`src/rtl/pipePkg.sv`:
```
// opcodes outside the listed kinds decode as bubbles; the immediate is 13 bits, signed
`default_nettype none

package pipePkg;

	typedef logic [31:0] word_t;
	typedef logic [4:0]  regIdx_t;

	// opcode 31:28, dest 27:23, src1 22:18, src2 17:13, imm 12:0
	typedef logic [31:0] instrWord_t;

	typedef enum logic [3:0]
	{
		opAdd    = 4'h0,
		opSub    = 4'h1,
		opAnd    = 4'h2,
		opOr     = 4'h3,
		opAddImm = 4'h4,
		opLoad   = 4'h5,
		opStore  = 4'h6,
		opNop    = 4'hf
	} opcode_t;

	typedef struct packed
	{
		opcode_t opcode;
		regIdx_t dest;
		regIdx_t src1;
		regIdx_t src2;
		word_t   rdData1;
		word_t   rdData2;
		// already sign extended
		word_t   imm;
		logic    isImm;
		logic    wbEn;
		logic    memRead;
		logic    memWrite;
		logic    valid;
	} idExReg_t;

	typedef struct packed
	{
		regIdx_t dest;
		// doubles as the data memory address
		word_t   aluResult;
		word_t   storeData;
		logic    wbEn;
		logic    memRead;
		logic    memWrite;
		logic    valid;
	} exMemReg_t;

	typedef struct packed
	{
		regIdx_t dest;
		word_t   result;
		logic    wbEn;
		logic    valid;
	} memWbReg_t;

endpackage

`default_nettype wire

```
`src/rtl/memStage.sv`:
```
// memory clears 4 words per reset cycle, so rstN must stay low 2**(memAddrWidth-2) cycles
`default_nettype none
`timescale 1ns/10ps

module memStage
#(
	parameter int memAddrWidth = 6
)
(
	input  wire                     clk,
	input  wire                     rstN,
	input  wire pipePkg::exMemReg_t exMem,
	output pipePkg::memWbReg_t      memWb,
	output logic                    wbValid,
	output pipePkg::regIdx_t        wbDest,
	output pipePkg::word_t          wbData
);
	import pipePkg::*;

	typedef logic [memAddrWidth-1:0] memAddr_t;

	word_t                   mem [2**memAddrWidth];
	memAddr_t                memAddr;
	// clear sweep position, advances only in reset
	logic [memAddrWidth-3:0] clrPtr = '0;

	// word address from the low bits of the ALU result
	assign memAddr = exMem.aluResult[memAddrWidth-1:0];

	always_ff @(posedge clk)
	begin
		if (!rstN)
		begin
			for (int i = 0; i < 4; i++)
			begin
				mem[{clrPtr, 2'(i)}] <= '0;
			end
			clrPtr <= clrPtr + 1'b1;
		end
		else if (exMem.valid && exMem.memWrite)
		begin
			mem[memAddr] <= exMem.storeData;
		end
	end

	// the read shares its edge with the writeback register
	always_ff @(posedge clk)
	begin
		memWb.dest   <= exMem.dest;
		memWb.result <= exMem.memRead ? mem[memAddr] : exMem.aluResult;
		if (!rstN)
		begin
			memWb.wbEn  <= 1'b0;
			memWb.valid <= 1'b0;
		end
		else
		begin
			memWb.wbEn  <= exMem.wbEn;
			memWb.valid <= exMem.valid;
		end
	end

	// stores and bubbles retire without a pulse
	assign wbValid = memWb.valid & memWb.wbEn;
	assign wbDest  = memWb.dest;
	assign wbData  = memWb.result;

endmodule

`default_nettype wire

```
`config.mk`:
```
export PLATFORM = sky130hd
export DESIGN_NAME = memStage
export DESIGN_NICKNAME = d
export VERILOG_FILES = /design/src/rtl/pipePkg.sv /design/src/rtl/memStage.sv
export SDC_FILE = /design/constraint.sdc
export NUM_CORES = 2
export LEC_CHECK = 0
export BUFFER_PORTS_ARGS = -buffer_cell sky130_fd_sc_hd__clkbuf_2
export CORE_MARGIN = 2
export CORE_UTILIZATION = 64
export CTS_BUF_LIST = sky130_fd_sc_hd__clkbuf_8 sky130_fd_sc_hd__clkbuf_16
export DETAILED_ROUTE_END_ITERATION = 10
export PLACE_DENSITY = 0.78
export SLEW_MARGIN = 20
export SYNTH_ARGS = -nofsm -noshare
export SYNTH_HDL_FRONTEND = slang
export SYNTH_SLANG_ARGS = --single-unit
export TNS_END_PERCENT = 20
```
`constraint.sdc`:
```
create_clock -name clk -period 9.02 [get_ports clk]
set_clock_uncertainty 0.2 [all_clocks]
set_input_delay 1.804 -clock clk [delete_from_list [all_inputs] [get_ports clk]]
set_output_delay 1.804 -clock clk [all_outputs]
set_load 0.005 [all_outputs]
```
==> results.yml <==
clock_tree:
  cts-buffers-inserted: 203
  cts_setup_buffers: 0
  clock_sinks: 2091
  ctsHoldBuffers: 0
  path_clk_slew_ps: 70
  cts_resized: 0
  cts.path.max_buffers: 3
  clk_latency_ps: 870
  cts_tree: "yes"
  cts-htree-levels: 4
  root_buffer: "clkbuf_16"
die:
  dieArea_um2: 152000
  die_y_um: 390
  io_pins: 152
  chipWidth_um: 390
  fp-row-count: 141
  core-area_um2: 148000
  start_util_pct: 64.5
global_route:
  grtUsageTotal_pct: 42.6
  grt_pass1_wl_mm: 452
  grt_overflow: 0
  grt_max_degree: 109
  antenna_found_initial: 33
  grt_pass1_vias: 60600
power:
  p_leak_nw: 40.1
  swShare_pct: 23.6
  power.switching_mw: 4.77
  p_total_mw: 20.3
  peakVddDrop_mv: 0.236
  clkPwrFrac_pct: 41.1
  internal_power_mw: 15.5
  pwr_density_cell_nw_per_um2: 194
  pwr-share-seq_pct: 52.6
  p_comb_share_pct: 6.3
sta:
  hold_slack_ps: 509
  fin_setup_tns_ps: 0
  drv_slew: 0
  setup_viol_count_final: 0
  final.min_clock_period_ps: 5530
  rsz0062_at_grt: "false"
  tightest_slew_ps: 1380
  max_freq_ghz: 0.181
  slew_headroom_pct: 7.49
  post-route-period-util_pct: 61.3
  hold_violations: 0
critical_path:
  path_class: "in2reg"
  r2r-end: "wbData[1]"
  r2r_start: "mem[7][1]"
  cp_data_required_time_ps: 9580
  crit_path_end: "wbData[9]"
  start_kind: "input port"
  end_kind: "flip-flop"
  startpoint: "exMem[38]"
  ff2ff_path_depth: 6
  crit_fanout: 96
  timing.reg2reg.setup_slack_ps: 5730
  arrival_ps: 6080
placement:
  io_buffers: 151
  dp.final_hpwl_mm: 182
  gp_congestion: 1.03
routing:
  drt-initial-drc-count: 12200
  vias: 63500
  drc_errors: 0
  viasPerCell: 7.22
  post_drt_wl_per_cell_um: 36.9
  antenna_left: 0
  first_pass_iters: 9
  drt_wl_total_mm: 324
yosys:
  syn_nets: 6916
  synth_area_leader_cell: "edfxtp_1"
  synth_common_cells: "2054 x and2_1, 2052 x edfxtp_1, 480 x clkbuf_1"
  synth_cell_types: 74
  ys_async_sr_fraction_pct: 0
  synthTopCellsByArea: "edfxtp_1 65%, and2_1 13%, mux4_2 4.0%"
  syn_area_um2: 95300
  yosys_warnings: 0
  yosysSeqAreaShare_pct: 65.5
  syn_area_per_cell_um2: 13.9
  synth_top_area_share_pct: 64.7
  syn_inst: 6837
  synth_edf_count: 2052
  ys_ff_latch: 2091
  synthFlopType: "edfxtp_1"
  yosysMostFrequentCell: "and2_1"
cells_and_area:
  final_nets: 6744
  area_growth_pct: 9.58
  layout-drive-gt1-share_pct: 16.6
status:
  run_status: "finished clean"
job:
  max-cap-violations: 0
worst_hold_path:
  hold_path.class: "reg2reg"
-- state kept, by name (all words and copies together) (netlist names) --
signal  count
wbData     32
clrPtr      4
wbDest      5
mem      2048
memWb       2
-- worst min-delay path by stage --
stage,depth (start not counted),slack [ps],end,startpoint
2_1_floorplan,3,380,wbData[16],mem[48][16]
3_3_place_gp,1,440,clrPtr[0],clrPtr[0]
3_5_place_dp,1,480,clrPtr[0],clrPtr[0]
4_1_cts,1,490,clrPtr[0],clrPtr[0]
5_1_grt,1,520,clrPtr[0],clrPtr[0]
6_report,1,510,clrPtr[0],clrPtr[0]
-- critical path, stage by stage --
cell,delay [ps]
buf_8,340
buf_12,520
buf_4,760
mux4_2,450
a221oi_1,1020
nand4b_1,490
o32a_1,430
-- metal layers --
layer  vias up  GRT usage [%]  wire [um]  part of all wire (%)
met1     31000           53.8     102000                    31
met5         -          0.925        431                  0.13
met2      6235           58.8     134000                    41
met4        26           31.0      29300                   9.0
met3      1475           18.2      58200                    18
li1      24700              -          -                     -
-- cells in the final DEF (no fill, tap or decap), types with 49 or more instances in the layout --
master     synthesis  routed
a21oi_1          136     136
a221o_1           53      53
a221oi_1         171     171
a22oi_1          153     153
and2_1          2054    2051
buf_4             99     221
clkbuf_16          0     207
clkbuf_2           4     148
clkinv_1           0      49
edfxtp_1        2052    2052
inv_1              7      64
mux2_2           146     146
mux2i_1          213     211
mux4_2           168     168
nand2_1          135     134
nor2_1           173     108
o21ai_0          183     121
o21ai_4            0      61
o22ai_1           79      78
-- layout make-up --
type,instances,area [um2]
repair buffers,383,2650
clock inverters,164,1180
inverters,11,51.3
flip-flops and latches,2091,62400
well taps,1930,2410
fillers,9482,43400
clock buffers,212,5250
multi-input cells,3975,30400
diodes,24,60.1
-- kinds of logic after synthesis --
| logic type | count (synthesis) | synth area share [%] |
|---|---|---|
| AOI/OAI and AO/OA | 977 | 7.32 |
| DFF | 2091 | 65.5 |
| muxes | 533 | 8.01 |
| buffers and inverters | 771 | 3.76 |
| xor gates and xnor gates | 2 | 0.0184 |
| adders and majority gates | 4 | 0.0525 |
| and+or+nand+nor | 2459 | 15.4 |
-- through the flow --
step | std cells | area (um2) | util, % | worst slack, ps
6_report | 8790 | 104000 | 70.6 | 3490
5_1_grt | 8767 | 104000 | 70.6 | 3680
4_1_cts | 8763 | 104000 | 70.5 | 3940
3_5_place_dp | 8387 | 97900 | 66.2 | 3050
3_3_place_gp | 8386 | 97800 | 66.2 | 2740
2_1_floorplan | 6837 | 95300 | - | 3180
-- power groups by stage --
stage	sequential [mW]	combinational, mW	clock, mW
floorplan	10.9	0.626	0
global placement	10.9	1.17	0
detailed placement	10.9	1.18	0
CTS	10.7	1.19	8.28
global route	10.7	1.25	8.65
finish	10.7	1.27	8.33
No activity file was read; power rests on OpenSTA's default activity.
