<file path="config.mk">
export PLATFORM = sky130hd
export DESIGN_NAME = regFile
export DESIGN_NICKNAME = d
export VERILOG_FILES = /design/src/rtl/pipePkg.sv /design/src/rtl/regFile.sv
export SDC_FILE = /design/constraint.sdc
export NUM_CORES = 2
export LEC_CHECK = 0
export ABC_CLOCK_PERIOD_IN_PS = 4000
export BUFFER_PORTS_ARGS = -buffer_cell sky130_fd_sc_hd__buf_2
export CORE_MARGIN = 4
export CORE_UTILIZATION = 50
export DETAILED_ROUTE_END_ITERATION = 10
export GPL_TIMING_DRIVEN = 0
export PLACE_DENSITY = 0.66
export SYNTH_ARGS = -nofsm -noshare
export SYNTH_HDL_FRONTEND = slang
export SYNTH_SLANG_ARGS = --single-unit
</file>
<file path="constraint.sdc">
create_clock -name clk -period 4 [get_ports clk]
set_input_delay 0 -clock clk [delete_from_list [all_inputs] [get_ports clk]]
set_output_delay 0 -clock clk [all_outputs]
set_load 0.02 [all_outputs]
</file>
<file path="src/rtl/pipePkg.sv">
// opcodes outside the listed kinds decode as bubbles; the immediate is 13 bits, signed
`default_nettype none

package pipePkg;

	typedef logic [31:0] word_t;
	typedef logic [4:0]  regIdx_t;

	// opcode 31:28, dest 27:23, src1 22:18, src2 17:13, imm 12:0
	typedef logic [31:0] instrWord_t;

	typedef enum logic [3:0]
	{
		opAdd    = 4'h0,
		opSub    = 4'h1,
		opAnd    = 4'h2,
		opOr     = 4'h3,
		opAddImm = 4'h4,
		opLoad   = 4'h5,
		opStore  = 4'h6,
		opNop    = 4'hf
	} opcode_t;

	typedef struct packed
	{
		opcode_t opcode;
		regIdx_t dest;
		regIdx_t src1;
		regIdx_t src2;
		word_t   rdData1;
		word_t   rdData2;
		// already sign extended
		word_t   imm;
		logic    isImm;
		logic    wbEn;
		logic    memRead;
		logic    memWrite;
		logic    valid;
	} idExReg_t;

	typedef struct packed
	{
		regIdx_t dest;
		// doubles as the data memory address
		word_t   aluResult;
		word_t   storeData;
		logic    wbEn;
		logic    memRead;
		logic    memWrite;
		logic    valid;
	} exMemReg_t;

	typedef struct packed
	{
		regIdx_t dest;
		word_t   result;
		logic    wbEn;
		logic    valid;
	} memWbReg_t;

endpackage

`default_nettype wire

</file>
<file path="src/rtl/regFile.sv">
// register 0 is hardwired to zero; a read of the register written this cycle sees the new value
`default_nettype none
`timescale 1ns/10ps

module regFile
(
	input  wire                   clk,
	input  wire                   rstN,
	input  wire pipePkg::regIdx_t rdAddr1,
	input  wire pipePkg::regIdx_t rdAddr2,
	output pipePkg::word_t        rdData1,
	output pipePkg::word_t        rdData2,
	input  wire                   wrEn,
	input  wire pipePkg::regIdx_t wrAddr,
	input  wire pipePkg::word_t   wrData
);
	import pipePkg::*;

	// no storage behind register 0
	word_t regs [1:31];

	always_ff @(posedge clk)
	begin
		if (!rstN)
		begin
			for (int i = 1; i < 32; i++)
			begin
				regs[i] <= '0;
			end
		end
		else if (wrEn && (wrAddr != '0))
		begin
			regs[wrAddr] <= wrData;
		end
	end

	// bypass the writeback value to a same-cycle read
	assign rdData1 = (rdAddr1 == '0) ? '0 :
		(wrEn && (wrAddr == rdAddr1)) ? wrData : regs[rdAddr1];
	assign rdData2 = (rdAddr2 == '0) ? '0 :
		(wrEn && (wrAddr == rdAddr2)) ? wrData : regs[rdAddr2];

endmodule

`default_nettype wire

</file>
==> impl.org <==
** Clocking
- Clock transition at the registers of the reported paths :: 60 ps
- The tree built by TritonCTS fans out to just over 1k sinks.
- Clk buf depth :: 3
- Number of setup buffers added after CTS :: 0
- H-tree depth :: 3
- TritonCTS clock tree :: yes
- The cell sitting at the root of the clock tree is a clkbuf_16.
- TritonCTS buffer count :: 111

** STA
- Worst Max-Slew Pin Slew :: ~1700 ps
- The number of pins with negative max-slew slack in the final report was 44.
- Of the available clock period, the critical path in the final layout requires 103%.
- The worst path in the final design needs a cycle of 4120 ps, including I/O delays and setup.
- Worst Setup Slack, final :: -118 ps
- The number of endpoints with negative hold slack in the final report came to 0.
- Setup violations remaining at the end of the flow were counted as 8.
- Based on the critical path, the design can be clocked at up to 243 MHz.
- Tightest slew margin relative to the limit :: -12.2%
- Setup repair after global routing left no endpoint under its margin.

** Placement
- At the placement stage, the worst setup path has a slack of -597 ps.
- Once placement finished, the instance area stood at 58400 um^2.
- Port buffer count :: between 100 and 150
- In this run, placement finished with an instance count of 5340.
- Weighted congestion reported at the end of routability-driven placement :: 1.06
- Post-DP HPWL :: 166000 um

** Route
- For this run, design rule violations remaining after detail routing come to 0.
- After detailed routing, the average wire length per cell comes to 41.8 um.
- Length of the first detailed-routing pass in iterations :: 6
- Met2 layer wire length in the routed design :: between 90000 and 100000 um
- Detailed-route wire length :: 233000 um
- In the final routing, the length of wire on met1 measures 81300 um.
- Final ANT Viol Nets :: 0
- Violation count after the first detailed-route iteration :: roughly 6.4k
- Detail Route met3 WL :: between 30000 and 40000 um
- Detailed-route vias per instance :: 7.05
- The highest metal layer carrying signal wires in the routed design is met5.
- Detailed routing inserted a total of 39.4k vias.

** Logic synthesis
- Among all flip-flop cells after synthesis, the most frequent one is edfxtp_1.
- After synthesis the cells add up to 54700 um^2.
- Cell type contributing the most total cell area after synthesis :: edfxtp_1
- Mean instance size in the synthesized netlist :: 14.6 um^2
- For this run, asynchronously set or reset flops after synthesis account for 0%.
- Number of distinct library cell variants in the gate-level netlist after synthesis :: 52
- After synthesis the netlist holds a flip-flop and latch count of between 1k and 1.5k.
- The share of synthesized area in the top cell type comes to ~56%.
- Number of warning messages in the yosys log :: 0
- Counting every instance in the synthesized netlist gives 3742.
- Counting flops with a built-in enable in the synthesized netlist gives 1024.
- Part of the Yosys area used for sequential elements :: between 50% and 60%
- In the post-synthesis netlist, the biggest area contributors are edfxtp_1, mux4_2, and2_1, mux2i_1, clkbuf_1.

** Final layout
- Number of inserted filler cells in the final layout :: 8652
- Number of flip-flops in the largest register :: ~1.0k
- Leading registers by flop count :: regs (1024)
- The area growth from synthesis to layout is 13.9%.
- Most common cell after layout, fill and taps aside :: edfxtp_1
- In the layout the commonest cells are edfxtp_1, and2_1, mux4_2.
- Fin cells :: between 5k and 6k
- regs holds more flip-flops than any other register.
- For this run, the post-layout net count is 4123.
- Post-route standard cell area excluding fillers :: 62300 um^2
- Share of final-layout standard cells stronger than drive strength 1 :: 21.0%

** Setup path
- Type of the setup path with the least slack :: input pin to output pin
- For the worst setup path, the data required time is approximately 4000 ps.
- Critical path's most frequent cell :: buf_2
- The signal on the critical path passes through buf_2 -> buf_2 -> nand3b_1 -> clkbuf_1 -> buf_1 -> o22ai_1 -> a2111oi_0 -> a21oi_1 -> a22o_1 -> buf_2.
- STA classifies the critical path endpoint as an output pin.
- In this run the worst path has a maximum fanout of 10.
- On the critical path the largest part of the delay comes from buffers and inverters.
- Worst path bufs/invs :: 5
- Crit path DAT :: between 4000 and 5000 ps
- CP startpoint kind :: input pin
- Cell with the largest stage delay on the worst path :: a2111oi_0
- On the worst path, the slowest cell contributes a delay of 1190 ps.

** Global route
- The number of antenna violations at the first check in global routing came to 10.
- Total GRT Usage :: between 40% and 50%
- After global routing the overflow that remains totals 0.
- Number of global-route vias before repair :: 38.0k
- Pin count of the biggest net entering global routing :: 25
- First-pass GRT wire length :: 312000 um

** Power
- Cell-internal power :: about 19 mW
- Clock network fraction of design power :: 38.1%
- Combinational group share of total power :: between 10 and 15%
- P per Cell Area :: 432 nW/um^2
- Worst ir drop on vdd :: 0.000311 V
- Net switching is 27.7% of the power.
- In this run, flip-flops and latches consume 47.2% of the power.
- Summed over all cells, the static leakage comes to about 22 nW.
- Summed over all nets, the switching power comes to 7.44 mW.

** Floorplanning
- Starting density of the core :: 50.3%
- Measured along the x axis, the die boundary spans ~340 um.
- The die is 339 um tall.
- Core region area :: about 110000 um^2
- For this design the top-level I/O count stands at 114.
- Area of the die :: 115000 um^2
- Number of placement rows :: ~120

** Outcome
- Failing checks :: max-capacitance violations, max-slew violations, negative setup slack
- Outcome :: finished with violations

** Worst hold path
- Hold/Removal Path Class :: input pin to register
- Min-Delay Startpoint :: wrData[28]
- Hold Path Stages :: 2
- Terminating pin of the worst hold path :: regs[0][28]

** Run
- Max-cap violations in this run came to 4.
metal layers:
metal	vias to the layer above	track usage, %
met2	3496	56.3
met1	19989	52.1
met3	706	14.4
li1	15174	-
met4	6	27.5
met5	-	0
power by group through the flow:
| stage | combinational (mW) | sequential, mW | clock [mW] |
|---|---|---|---|
| global placement | 3.58 | 13.0 | 0 |
| floorplan | 2.05 | 12.8 | 0 |
| global route | 3.96 | 12.7 | 10.6 |
| CTS | 3.80 | 12.7 | 10.1 |
| detailed placement | 3.76 | 12.9 | 0 |
| finish | 3.95 | 12.7 | 10.2 |
logic make-up (layout without fill, tap and decap cells):
group           after synthesis  after routing  share of synthesized area, %
mux                         674            674                          21.2
flops                      1024           1024                          56.2
other cells                   1             35                       0.00686
compound gates              500            500                          6.74
buf+inv                     418            811                          3.24
simple gates               1115           1115                          12.4
xor+xnor                     10             10                         0.160
timing repair:
| item | in CTS | in global routing |
|---|---|---|
| hold buffers | 33 | 0 |
| endpoints found under the hold margin | 139 | 0 |
| gates resized for setup | 8 | 4 |
| cloned | 0 | 0 |
| endpoints found under the setup margin | 7 | 4 |
| pin swaps | 0 | 0 |
layout make-up:
type                            instances  area [um^2]  area share, %
Clock inverter                         77          609          0.979
Clock buffer                          129         2890           4.64
Antenna cell                            3         7.51         0.0121
Sequential cell                      1024        30700           49.4
Multi-Input combinational cell       2331        22600           36.4
Timing Repair Buffer                  187         1780           2.86
Tap cell                             1414         1770           2.84
Buffer                                416         1800           2.89
Inverter                                2         7.51         0.0121
how the worst max path moves through the flow:
| stage | startpoint | to | slack [ps] | cells after the start |
|---|---|---|---|---|
| floorplan | wrAddr[3] | regs[7][0] | 440 | 4 |
| global placement | wrAddr[1] | regs[11][25] | -3200 | 4 |
| detailed placement | rdAddr2[1] | rdData2[23] | -600 | 8 |
| CTS | rdAddr2[3] | rdData2[23] | 40 | 10 |
| global route | rdAddr2[3] | rdData2[4] | 40 | 10 |
| finish | rdAddr2[3] | rdData2[4] | -120 | 10 |
cells in the mapped netlist (4+ instances only):
library cell and number:
a2111oi_0 24, a211oi_1 7, a21oi_1 78, a221o_1 13, a221oi_1 4, a22o_1 55, a22oi_1 133, a31oi_1 7
a32oi_1 9, and2_1 994, buf_1 18, buf_2 69, buf_4 21, buf_6 5, clkbuf_1 302, edfxtp_1 1024
mux2_2 5, mux2i_1 281, mux4_2 388, nand2_1 37, nand3_1 11, nand3b_1 4, nor2_1 44, nor2b_1 5
o211ai_1 10, o21ai_0 40, o221a_2 18, o221ai_1 42, o22ai_1 41, o31ai_1 4, o32ai_1 4, xnor2_1 10
stage by stage:
step / TNS (ps) / utilization, % / power [mW] / hold slack [ps]
3_3_place_gp: -2652970 / 52.5 / 16.5 / 307
5_1_grt: 0 / 57.3 / 27.3 / 113
2_1_floorplan: 0 / - / 14.9 / 98.9
3_5_place_dp: -2430 / 53.7 / 16.7 / 306
6_report: -454 / 57.3 / 26.9 / 112
4_1_cts: 0 / 57.2 / 26.6 / 72.8
Note: power is estimated with default switching activity, not from simulation.
