<file path="config.mk">
export PLATFORM = sky130hd
export DESIGN_NAME = decodeStage
export DESIGN_NICKNAME = d
export VERILOG_FILES = /design/src/rtl/pipePkg.sv /design/src/rtl/decodeStage.sv
export SDC_FILE = /design/constraint.sdc
export NUM_CORES = 1
export LEC_CHECK = 0
export ABC_CLOCK_PERIOD_IN_PS = 2100
export BUFFER_PORTS_ARGS = -buffer_cell sky130_fd_sc_hd__buf_4
export CAP_MARGIN = 5
export CELL_PAD_IN_SITES_DETAIL_PLACEMENT = 1
export CELL_PAD_IN_SITES_GLOBAL_PLACEMENT = 1
export CORE_MARGIN = 5
export CORE_UTILIZATION = 29
export CTS_CLUSTER_SIZE = 30
export DETAILED_ROUTE_END_ITERATION = 8
export PLACE_DENSITY = 0.77
export SYNTH_ARGS = -nofsm -noshare
export SYNTH_HDL_FRONTEND = slang
export SYNTH_SLANG_ARGS = --single-unit
</file>
<file path="constraint.sdc">
create_clock -name clk -period 2.1 [get_ports clk]
set_clock_uncertainty 0.05 [all_clocks]
set_input_delay 0 -clock clk [delete_from_list [all_inputs] [get_ports clk]]
set_output_delay 0 -clock clk [all_outputs]
set_load 0.05 [all_outputs]
</file>
<file path="src/rtl/pipePkg.sv">
// opcodes outside the listed kinds decode as bubbles; the immediate is 13 bits, signed
`default_nettype none

package pipePkg;

	typedef logic [31:0] word_t;
	typedef logic [4:0]  regIdx_t;

	// opcode 31:28, dest 27:23, src1 22:18, src2 17:13, imm 12:0
	typedef logic [31:0] instrWord_t;

	typedef enum logic [3:0]
	{
		opAdd    = 4'h0,
		opSub    = 4'h1,
		opAnd    = 4'h2,
		opOr     = 4'h3,
		opAddImm = 4'h4,
		opLoad   = 4'h5,
		opStore  = 4'h6,
		opNop    = 4'hf
	} opcode_t;

	typedef struct packed
	{
		opcode_t opcode;
		regIdx_t dest;
		regIdx_t src1;
		regIdx_t src2;
		word_t   rdData1;
		word_t   rdData2;
		// already sign extended
		word_t   imm;
		logic    isImm;
		logic    wbEn;
		logic    memRead;
		logic    memWrite;
		logic    valid;
	} idExReg_t;

	typedef struct packed
	{
		regIdx_t dest;
		// doubles as the data memory address
		word_t   aluResult;
		word_t   storeData;
		logic    wbEn;
		logic    memRead;
		logic    memWrite;
		logic    valid;
	} exMemReg_t;

	typedef struct packed
	{
		regIdx_t dest;
		word_t   result;
		logic    wbEn;
		logic    valid;
	} memWbReg_t;

endpackage

`default_nettype wire

</file>
<file path="src/rtl/decodeStage.sv">
// the source must hold instr while stall is high; unknown opcodes and nop enter as bubbles
`default_nettype none
`timescale 1ns/10ps

module decodeStage
(
	input  wire                      clk,
	input  wire                      rstN,
	input  wire                      instrValid,
	input  wire pipePkg::instrWord_t instr,
	input  wire                      stall,
	output pipePkg::regIdx_t         rdAddr1,
	output pipePkg::regIdx_t         rdAddr2,
	input  wire pipePkg::word_t      rdData1,
	input  wire pipePkg::word_t      rdData2,
	output pipePkg::idExReg_t        idEx
);
	import pipePkg::*;

	opcode_t  opcode;
	idExReg_t nextIdEx;
	logic     isLive;

	assign opcode = opcode_t'(instr[31:28]);

	// a held instruction rereads its sources, else the write retiring
	// during the stall would be lost to it
	assign rdAddr1 = stall ? idEx.src1 : instr[22:18];
	assign rdAddr2 = stall ? idEx.src2 : instr[17:13];

	always_comb
	begin
		nextIdEx         = '0;
		nextIdEx.opcode  = opcode;
		nextIdEx.dest    = instr[27:23];
		nextIdEx.src1    = instr[22:18];
		nextIdEx.src2    = instr[17:13];
		nextIdEx.rdData1 = rdData1;
		nextIdEx.rdData2 = rdData2;
		nextIdEx.imm     = {{19{instr[12]}}, instr[12:0]};
		case (opcode)
			opAdd, opSub, opAnd, opOr:
				nextIdEx.wbEn = 1'b1;
			opAddImm:
			begin
				nextIdEx.isImm = 1'b1;
				nextIdEx.wbEn  = 1'b1;
			end
			opLoad:
			begin
				nextIdEx.isImm   = 1'b1;
				nextIdEx.wbEn    = 1'b1;
				nextIdEx.memRead = 1'b1;
			end
			opStore:
			begin
				nextIdEx.isImm    = 1'b1;
				nextIdEx.memWrite = 1'b1;
			end
			default:
				nextIdEx.wbEn = 1'b0;
		endcase
		isLive = instrValid && (nextIdEx.wbEn || nextIdEx.memWrite);
		// bubble
		if (!isLive)
		begin
			nextIdEx.isImm    = 1'b0;
			nextIdEx.wbEn     = 1'b0;
			nextIdEx.memRead  = 1'b0;
			nextIdEx.memWrite = 1'b0;
		end
		nextIdEx.valid = isLive;
	end

	always_ff @(posedge clk)
	begin
		if (!rstN)
		begin
			idEx.isImm    <= 1'b0;
			idEx.wbEn     <= 1'b0;
			idEx.memRead  <= 1'b0;
			idEx.memWrite <= 1'b0;
			idEx.valid    <= 1'b0;
		end
		else if (stall)
		begin
			idEx.rdData1 <= rdData1;
			idEx.rdData2 <= rdData2;
		end
		else
		begin
			idEx <= nextIdEx;
		end
	end

endmodule

`default_nettype wire

</file>
==> flow_summary.toml, run 1 <==
[status]
run_status = "finished, final reports clean"

[power]
finalPower_w = 0.00532
p_per_area_mw_per_mm2 = 834
irDropWorstVdd_v = 0.000420
leakage_nw = 2.70

[synthesis]
synth_top_area_share_pct = 86.1
syn_inst = 144
avgSynthCellArea_um2 = 23.3
ys_ff_latch = 101
yosysSeqAreaShare_pct = 89.1
synth_area_mm2 = 0.00335
yosysTopAreaCell = "edfxtp_1"
yosysWarnings = 0
synth_fp_nets = 244
synthTopCellsByArea = "edfxtp_1, buf_4, mux2_2"
synthDistinctLibCells = 12

[drt]
wire_per_inst_um = 20.4
wirelength_um = 12500
drtIter0Drc = 139
routed_via_density = 4.24
vias = 2608
ant_nets = 0
drt_pass1_iterations = 4
drc = 0

[worst_setup_path]
worstPathCellList = "buf_4"
cp_num_cells = 1
arrival_ps = 1350
worstPathRequired_ps = 2050
path_delay_family = "flip-flops"
worst-path-buf-inv = 1
reg2regPathDepth = 1
slowest_delay_ps = 710
crit_fanout = 20
worstSetupStartpointType = "register"
critPathKind = "reg2out"
endpoint_kind = "output port"
cp_slowest_cell = "edfxtp_1"

[die]
num_io_pins = 230
die-area_mm2 = 0.0138
start_util_pct = 29.4
die_y_um = 117
core_mm2 = 0.0114
rows = 39
die_x_um = 117

[place]
pre_cts_slack_ps = 925
dpl.cell_count = 499
port_buffers = 229
routabilityCongestion = 0.752
placed_area_mm2 = 0.00513
hpwl_um = 7760

[timing]
setup_tns_ps = 0
post-route-period-util_pct = 66.8
finalSetupViolCount = 0
finalCriticalPeriod_ps = 1400
worstMarginPinSlew_ps = 564
finalHoldViolCount = 0
setup_ws_ps = 698
clock.fmax_mhz = 713
rsz0062_at_grt = "false"
slew_violations = 0
relSlewSlack_pct = 62.4

[cells_and_area]
largestRegisters = "idEx (101)"
design_area_mm2 = 0.00638
fin_nets = 564
areaGrowthSynthToFinish_pct = 90.5
stdcell_count = 615
drive_gt1_share_pct = 54.6
final_common_cell = "buf_4"
largest_register_ffs = 101
final_cell_mix = "buf_4, dlygate4sd3_1, edfxtp_1"
fill_cells = 1099
regMostFlops = "idEx"

[clock_tree]
cts_root_buf = "clkbuf_16"
cts.clk_slew.worst_paths_ps = 70
cts_inserted_buffers = 9
cts_htree_levels = 3
clock_path_buffers = 2
post_cts_buffers = 0
clock_latency_ps = 320
cts.sinks = 101
cts_tree = "yes"

[worst_hold_path]
hold_path.class = "in2reg"
holdPathStages = 3

[grt]
grt_max_degree = 33
grt-ovfl-total = 0
grt_pass1_vias = 3005
antenna_found_initial = 3
grt_pass1_wl_um = 18600
grt_usage_pct = 17.5

[run]
maxCapViolCount = 0
==> final timing paths <==
kind | slack (ps) | startpoint | end
worst max-delay path | 700 | idEx[17] | idEx[23]
worst min-delay path | 140 | instrValid | idEx[0]
worst max register to register | 1410 | idEx[1] | idEx[1]
worst min register to register | 430 | idEx[4] | idEx[4]
==> metal layers <==
metal  vias to the layer above  routed length, um  part of all wire, %  global-route usage (%)
met1                      1289               4230                   34                    17.4
met4                         0                298                  2.4                    6.02
met3                        19                665                  5.3                    4.47
met2                       114               7360                   59                    34.7
met5                         -                  0                    0                       0
li1                       1186                  -                    -                       -
==> cells by family (layout without fill, tap and decap cells) <==
family          after synthesis  in the layout  share of synthesized area (%)
flops                       101            101                           89.1
compound gates                5              5                           1.38
other cells                   0              3                              0
buf+inv                      20            345                           4.48
mux                          10             10                           3.36
simple gates                  8              8                           1.68
==> worst min-delay path, stage by stage <==
cell and delay, ps:
buf_4 80, and4bb_4 270, a22o_1 130
==> power breakdown <==
group          internal [W]  total (W)  switching [W]
registers           0.00237    0.00243      0.0000593
clock network      0.000872    0.00156       0.000687
logic              0.000479    0.00134       0.000857
==> area by class of cell <==
cell class	count	area (um^2)	area share [%]
Antenna cell	3	7.51	0.118
Clock buffer	15	268	4.20
Clock inverter	1	7.51	0.118
Multi-Input combinational cell	23	223	3.49
Sequential cell	101	2980	46.8
Tap cell	143	179	2.80
Timing Repair Buffer	329	2710	42.5
==> cells in the mapped netlist, drive strengths merged <==
master  number
nor2b        2
dfxtp        5
a32o         2
and3b        1
edfxtp      96
nand2        2
mux2        10
buf         20
nand3        1
and2         1
a22o         3
and4bb       1
==> timing repair <==
action,in CTS,in global routing
resized for setup,0,0
hold buffers,97,0
hold endpoints to repair,106,0
==> metrics by stage <==
step           util (%)  hold WS, ps
2_1_floorplan         -         48.9
3_3_place_gp       45.1          128
3_5_place_dp       45.1          129
4_1_cts            56.0          129
5_1_grt            56.1          153
6_report           56.1          138
Note: power is estimated with default switching activity, not from simulation.
==> inputs of run 2 (changes only) <==
--- a/config.mk
+++ b/config.mk
@@ -5,16 +5,17 @@
 export SDC_FILE = /design/constraint.sdc
 export NUM_CORES = 1
 export LEC_CHECK = 0
-export ABC_CLOCK_PERIOD_IN_PS = 2100
+export ABC_AREA = 1
+export ABC_CLOCK_PERIOD_IN_PS = 1400
 export BUFFER_PORTS_ARGS = -buffer_cell sky130_fd_sc_hd__buf_4
 export CAP_MARGIN = 5
 export CELL_PAD_IN_SITES_DETAIL_PLACEMENT = 1
 export CELL_PAD_IN_SITES_GLOBAL_PLACEMENT = 1
 export CORE_MARGIN = 5
-export CORE_UTILIZATION = 29
+export CORE_UTILIZATION = 32
 export CTS_CLUSTER_SIZE = 30
 export DETAILED_ROUTE_END_ITERATION = 8
-export PLACE_DENSITY = 0.77
+export PLACE_DENSITY = 0.8
 export SYNTH_ARGS = -nofsm -noshare
 export SYNTH_HDL_FRONTEND = slang
 export SYNTH_SLANG_ARGS = --single-unit
==> constraint.sdc (replaced) <==
create_clock -name clk -period 1.4 [get_ports clk]
set_clock_uncertainty 0.05 [all_clocks]
set_input_delay 0 -clock clk [delete_from_list [all_inputs] [get_ports clk]]
set_output_delay 0 -clock clk [all_outputs]
set_load 0.05 [all_outputs]
==> flow_summary.toml, run 2 <==
[timing]
slew_violations = 0
rsz0062_at_grt = "false"
finalHoldViolCount = 0
clock.fmax_mhz = 772
setup_tns_ps = 0
setup_ws_ps = 104
worstMarginPinSlew_ps = 262
relSlewSlack_pct = 82.6
finalCriticalPeriod_ps = 1300
post-route-period-util_pct = 92.6
finalSetupViolCount = 0

[drt]
vias = 2716
ant_nets = 0
wirelength_um = 13400
routed_via_density = 4.35
top_layer = "met4"
wl_met3_um = 777
wl_met1_um = 4560
drc = 0
wl_met2_um = 7700
drtIter0Drc = 106
wire_per_inst_um = 21.4
drt_pass1_iterations = 4

[power]
p_per_area_mw_per_mm2 = 1190
p_int_w = 0.00513
p_switching_w = 0.00250
irDropWorstVdd_v = 0.000686
combPwrFrac_pct = 27.0
switching_share_pct = 32.8
leakage_nw = 2.73
seqPwrFrac_pct = 47.7
clkPwrFrac_pct = 25.3

[cells_and_area]
ff_latch_area_mm2 = 0.00298
largest_register_ffs = 101
stdcell_count = 625
fill_cells = 1006
fin_nets = 583
multi_input_area_um2 = 256
areaGrowthSynthToFinish_pct = 87.0
final_common_cell = "buf_4"
largestRegisters = "idEx (101)"
final_cell_mix = "buf_4, dlygate4sd3_1, edfxtp_1"
regMostFlops = "idEx"
drive_gt1_share_pct = 54.1

[grt]
grt-ovfl-total = 0
antenna_found_initial = 1
grt_pass1_wl_um = 19100
grt_usage_pct = 20.4
grt_pass1_vias = 3058
grt_max_degree = 49

[die]
num_io_pins = 230
die-area_mm2 = 0.0129
core_mm2 = 0.0104
rows = 37
start_util_pct = 33.0
die_y_um = 113
die_x_um = 113

[synthesis]
synthTopCellsByArea = "edfxtp_1, buf_4, mux2_2"
yosysTopAreaCell = "edfxtp_1"
ys_ff_latch = 101
synthDistinctLibCells = 16
yosysWarnings = 0
yosys_most_used_dff = "edfxtp_1"
syn_inst = 161
synth_top_area_share_pct = 84.3
synth_edf_count = 96
yosysMostFrequentCell = "edfxtp_1"
synth_fp_nets = 261
synth_area_mm2 = 0.00342
avgSynthCellArea_um2 = 21.2
synth_common_cells = "edfxtp_1, buf_4, mux2_2, nand2_1"
yosysSeqAreaShare_pct = 87.2
async_flop_share_pct = 0

[place]
port_buffers = 229
pre_cts_slack_ps = 359
hpwl_um = 7850
routabilityCongestion = 0.786
dpl.cell_count = 508

[clock_tree]
cts_root_buf = "clkbuf_8"
cts.sinks = 101
cts_resized = 0
clock_path_buffers = 2
cts_htree_levels = 3
cts.clk_slew.worst_paths_ps = 100
clock_latency_ps = 340
cts_inserted_buffers = 9
cts_tree = "yes"

[worst_setup_path]
worstSetupStartpointType = "register"
critPathKind = "reg2out"
slowest_delay_ps = 430
regToRegSetupSlack_ps = 700
cp-startpoint = "idEx[103]"
worstPathRequired_ps = 1350
worst-path-buf-inv = 1
path_delay_family = "flip-flops"
worstPathCellList = "mux2_2, buf_4"
reg2reg_to = "idEx[0]"
arrival_ps = 1250
rr_startpoint = "idEx[0]"
endpoint_kind = "output port"
cp_slowest_cell = "edfxtp_1"
crit_fanout = 2
reg2regPathDepth = 4

[run]
maxCapViolCount = 0

[worst_hold_path]
holdPathStages = 5
hold_path.class = "in2reg"
whs_endpoint = "idEx[3]"
worstHoldStart = "instrValid"

[status]
run_status = "finished, final reports clean"
run 2: changes by cell type after synthesis, moves of 3 or more:
cell / delta
nand2_1: +8
inv_1: +5
a21oi_1: +5
a22o_1: -3
run 2: worst register-to-register path: stages (launching register included):
cell and delay [ps]:
dfxtp_1 330, nand2_1 60, nand3_1 70, nand2_1 70, inv_1 40
run 2: layout make-up:
| type | instances | area share [%] |
|---|---|---|
| Inverter | 5 | 0.294 |
| Multi-Input combinational cell | 34 | 4.01 |
| Timing Repair Buffer | 332 | 43.2 |
| Antenna cell | 1 | 0.0391 |
| Clock buffer | 9 | 1.94 |
| Tap cell | 136 | 2.66 |
| Clock inverter | 7 | 1.23 |
| Sequential cell | 101 | 46.7 |
run 2: through the flow:
| stage | util [%] | hold slack [ps] | total power (W) | cell area (um^2) |
|---|---|---|---|---|
| 6_report | 61.7 | 49.6 | 0.00763 | 6390 |
| 5_1_grt | 61.7 | 56.6 | 0.00794 | 6390 |
| 4_1_cts | 61.6 | 28.5 | 0.00762 | 6390 |
| 3_5_place_dp | 50.1 | 129 | 0.00549 | 5190 |
| 3_3_place_gp | 50.1 | 128 | 0.00546 | 5190 |
| 2_1_floorplan | - | 47.6 | 0.00480 | 3430 |
run 2: how the worst max path moves through the flow:
stage                     slack, ps         end  depth (start not counted)
after global routing             40  rdAddr2[1]                          2
final                           100  rdAddr2[2]                          2
after CTS                        80  rdAddr2[2]                          2
after global placement          430    idEx[17]                          1
after floorplan                 130    idEx[18]                          1
after detailed placement        360    idEx[22]                          1
run 2: kinds of logic (layout without fill, tap and decap cells):
kind of cell	after synthesis	in the layout	share of synthesized area, %
flip-flops	101	101	87.2
buffers and inverters	26	353	5.49
AND/OR/NAND/NOR	19	19	3.26
multiplexers	10	10	3.29
AO/OA/AOI/OAI	5	5	0.732
other	0	1	0
run 2: routing by layer:
metal / up-vias / track usage (%)
met3: 22 / 4.51
met1: 1342 / 19.8
met5: - / 0
li1: 1227 / -
met4: 0 / 7.21
met2: 125 / 41.4
run 2: power by group through the flow:
stage                     clock [W]  sequential, W  combinational, W
after global routing        0.00216        0.00366           0.00213
final                       0.00193        0.00364           0.00206
after detailed placement          0        0.00369           0.00180
after global placement            0        0.00368           0.00178
after floorplan                   0        0.00445          0.000352
after CTS                   0.00196        0.00362           0.00205
run 2: repair_timing:
item,in CTS,in global routing
buffers inserted,2,0
hold buffers,98,0
setup endpoints to repair,20,0
endpoints found under the hold margin,100,0
==> inputs of run 3 (changes only) <==
--- a/config.mk
+++ b/config.mk
@@ -6,16 +6,16 @@
 export NUM_CORES = 1
 export LEC_CHECK = 0
 export ABC_AREA = 1
-export ABC_CLOCK_PERIOD_IN_PS = 1400
+export ABC_CLOCK_PERIOD_IN_PS = 1600
 export BUFFER_PORTS_ARGS = -buffer_cell sky130_fd_sc_hd__buf_4
 export CAP_MARGIN = 5
 export CELL_PAD_IN_SITES_DETAIL_PLACEMENT = 1
 export CELL_PAD_IN_SITES_GLOBAL_PLACEMENT = 1
 export CORE_MARGIN = 5
-export CORE_UTILIZATION = 32
+export CORE_UTILIZATION = 34
 export CTS_CLUSTER_SIZE = 30
 export DETAILED_ROUTE_END_ITERATION = 8
-export PLACE_DENSITY = 0.8
+export PLACE_DENSITY = 0.84
 export SYNTH_ARGS = -nofsm -noshare
 export SYNTH_HDL_FRONTEND = slang
 export SYNTH_SLANG_ARGS = --single-unit
==> constraint.sdc (replaced) <==
create_clock -name clk -period 1.6 [get_ports clk]
set_clock_uncertainty 0.05 [all_clocks]
set_input_delay 0 -clock clk [delete_from_list [all_inputs] [get_ports clk]]
set_output_delay 0 -clock clk [all_outputs]
set_load 0.05 [all_outputs]
==> flow_summary.toml, run 3 (synthesis results as in run 2) <==
[power]
leakage_nw = 2.69
finalPower_w = 0.00640
irDropWorstVdd_v = 0.000578
p_per_area_mw_per_mm2 = 1010

[die]
rows = 36
die_x_um = 110
die-area_mm2 = 0.0122
die_y_um = 110
num_io_pins = 230
core_mm2 = 0.00977
start_util_pct = 35.0

[timing]
clock.fmax_mhz = 678
rsz0062_at_grt = "false"
post-route-period-util_pct = 92.2
worstMarginPinSlew_ps = 624
slew_violations = 0
finalSetupViolCount = 0
setup_ws_ps = 124
finalCriticalPeriod_ps = 1480
relSlewSlack_pct = 58.4
finalHoldViolCount = 0
setup_tns_ps = 0

[worst_setup_path]
worstPathRequired_ps = 1550
slowest_delay_ps = 760
worstPathCellList = "buf_4"
endpoint_kind = "output port"
worst-path-buf-inv = 1
arrival_ps = 1430
worstSetupStartpointType = "register"
critPathKind = "reg2out"
cp_slowest_cell = "edfxtp_1"
crit_fanout = 20
path_delay_family = "flip-flops"

[place]
port_buffers = 229
hpwl_um = 8450
pre_cts_slack_ps = 445
routabilityCongestion = 0.700
placed_area_mm2 = 0.00518

[clock_tree]
clock_path_buffers = 2
cts.sinks = 101
cts.clk_slew.worst_paths_ps = 90
cts_inserted_buffers = 9
cts_tree = "yes"
post_cts_buffers = 0
cts_root_buf = "clkbuf_8"
cts_resized = 0
cts_htree_levels = 3
clock_latency_ps = 330

[cells_and_area]
final_cell_mix = "buf_4, dlygate4sd3_1, edfxtp_1"
fin_util_pct = 64.7
fin_nets = 580
drive_gt1_share_pct = 53.0
regMostFlops = "idEx"
largest_register_ffs = 101
fill_cells = 943
largestRegisters = "idEx (101)"
areaGrowthSynthToFinish_pct = 84.8
design_area_mm2 = 0.00632
final_common_cell = "buf_4"

[drt]
drc = 0
wire_per_inst_um = 22.1
drtIter0Drc = 102
wirelength_um = 13700
vias = 2704
routed_via_density = 4.37
drt_pass1_iterations = 4
ant_nets = 0

[grt]
grt_pass1_vias = 3117
grt-ovfl-total = 0
grt_pass1_wl_um = 19100
grt_usage_pct = 21.9
grt_max_degree = 52
antenna_found_initial = 1

[worst_hold_path]
hold_path.class = "in2reg"

[status]
run_status = "finished, final reports clean"

[run]
maxCapViolCount = 0
[run 3: repair_timing]
action / 4_1_cts / 5_1_grt
hold buffers: 98 / 0
endpoints found under the setup margin: 0 / 0
endpoints found under the hold margin: 114 / 0
[run 3: power by group]
part           internal [W]  switching, W  total (W)
registers           0.00311     0.0000889    0.00319
logic              0.000636       0.00116    0.00180
clock network      0.000548      0.000858    0.00141
total               0.00429       0.00211    0.00640
[run 3: layer usage]
metal	wire [um]	global-route usage, %
met5	0	0
met4	265	6.16
met3	1340	6.81
met2	7440	42.1
met1	4650	22.6
[run 3: final timing paths]
| check | from | to | slack, ps | cells after the start |
|---|---|---|---|---|
| worst max register to register | idEx[0] | idEx[0] | 880 | 4 |
| worst max-delay path | idEx[17] | idEx[32] | 120 | 1 |
| worst min-delay path | instrValid | idEx[1] | 60 | 5 |
| worst min register to register | idEx[4] | idEx[4] | 440 | 2 |
[run 3: layout make-up]
cell class | count | area (um^2) | share of cell area (%)
multi-input cells | 34 | 251 | 3.98
clock inverters | 6 | 30.0 | 0.475
repair buffers | 329 | 2740 | 43.4
inverters | 5 | 18.8 | 0.297
well taps | 133 | 166 | 2.63
flip-flops and latches | 101 | 2980 | 47.2
clock buffers | 10 | 128 | 2.02
diodes | 1 | 2.50 | 0.0396
[run 3: per-stage QoR]
step	std cells	hold WS, ps
floorplan	161	47.6
global placement	504	128
detailed placement	504	129
CTS	618	46.4
global route	619	69.7
finish	619	61.4
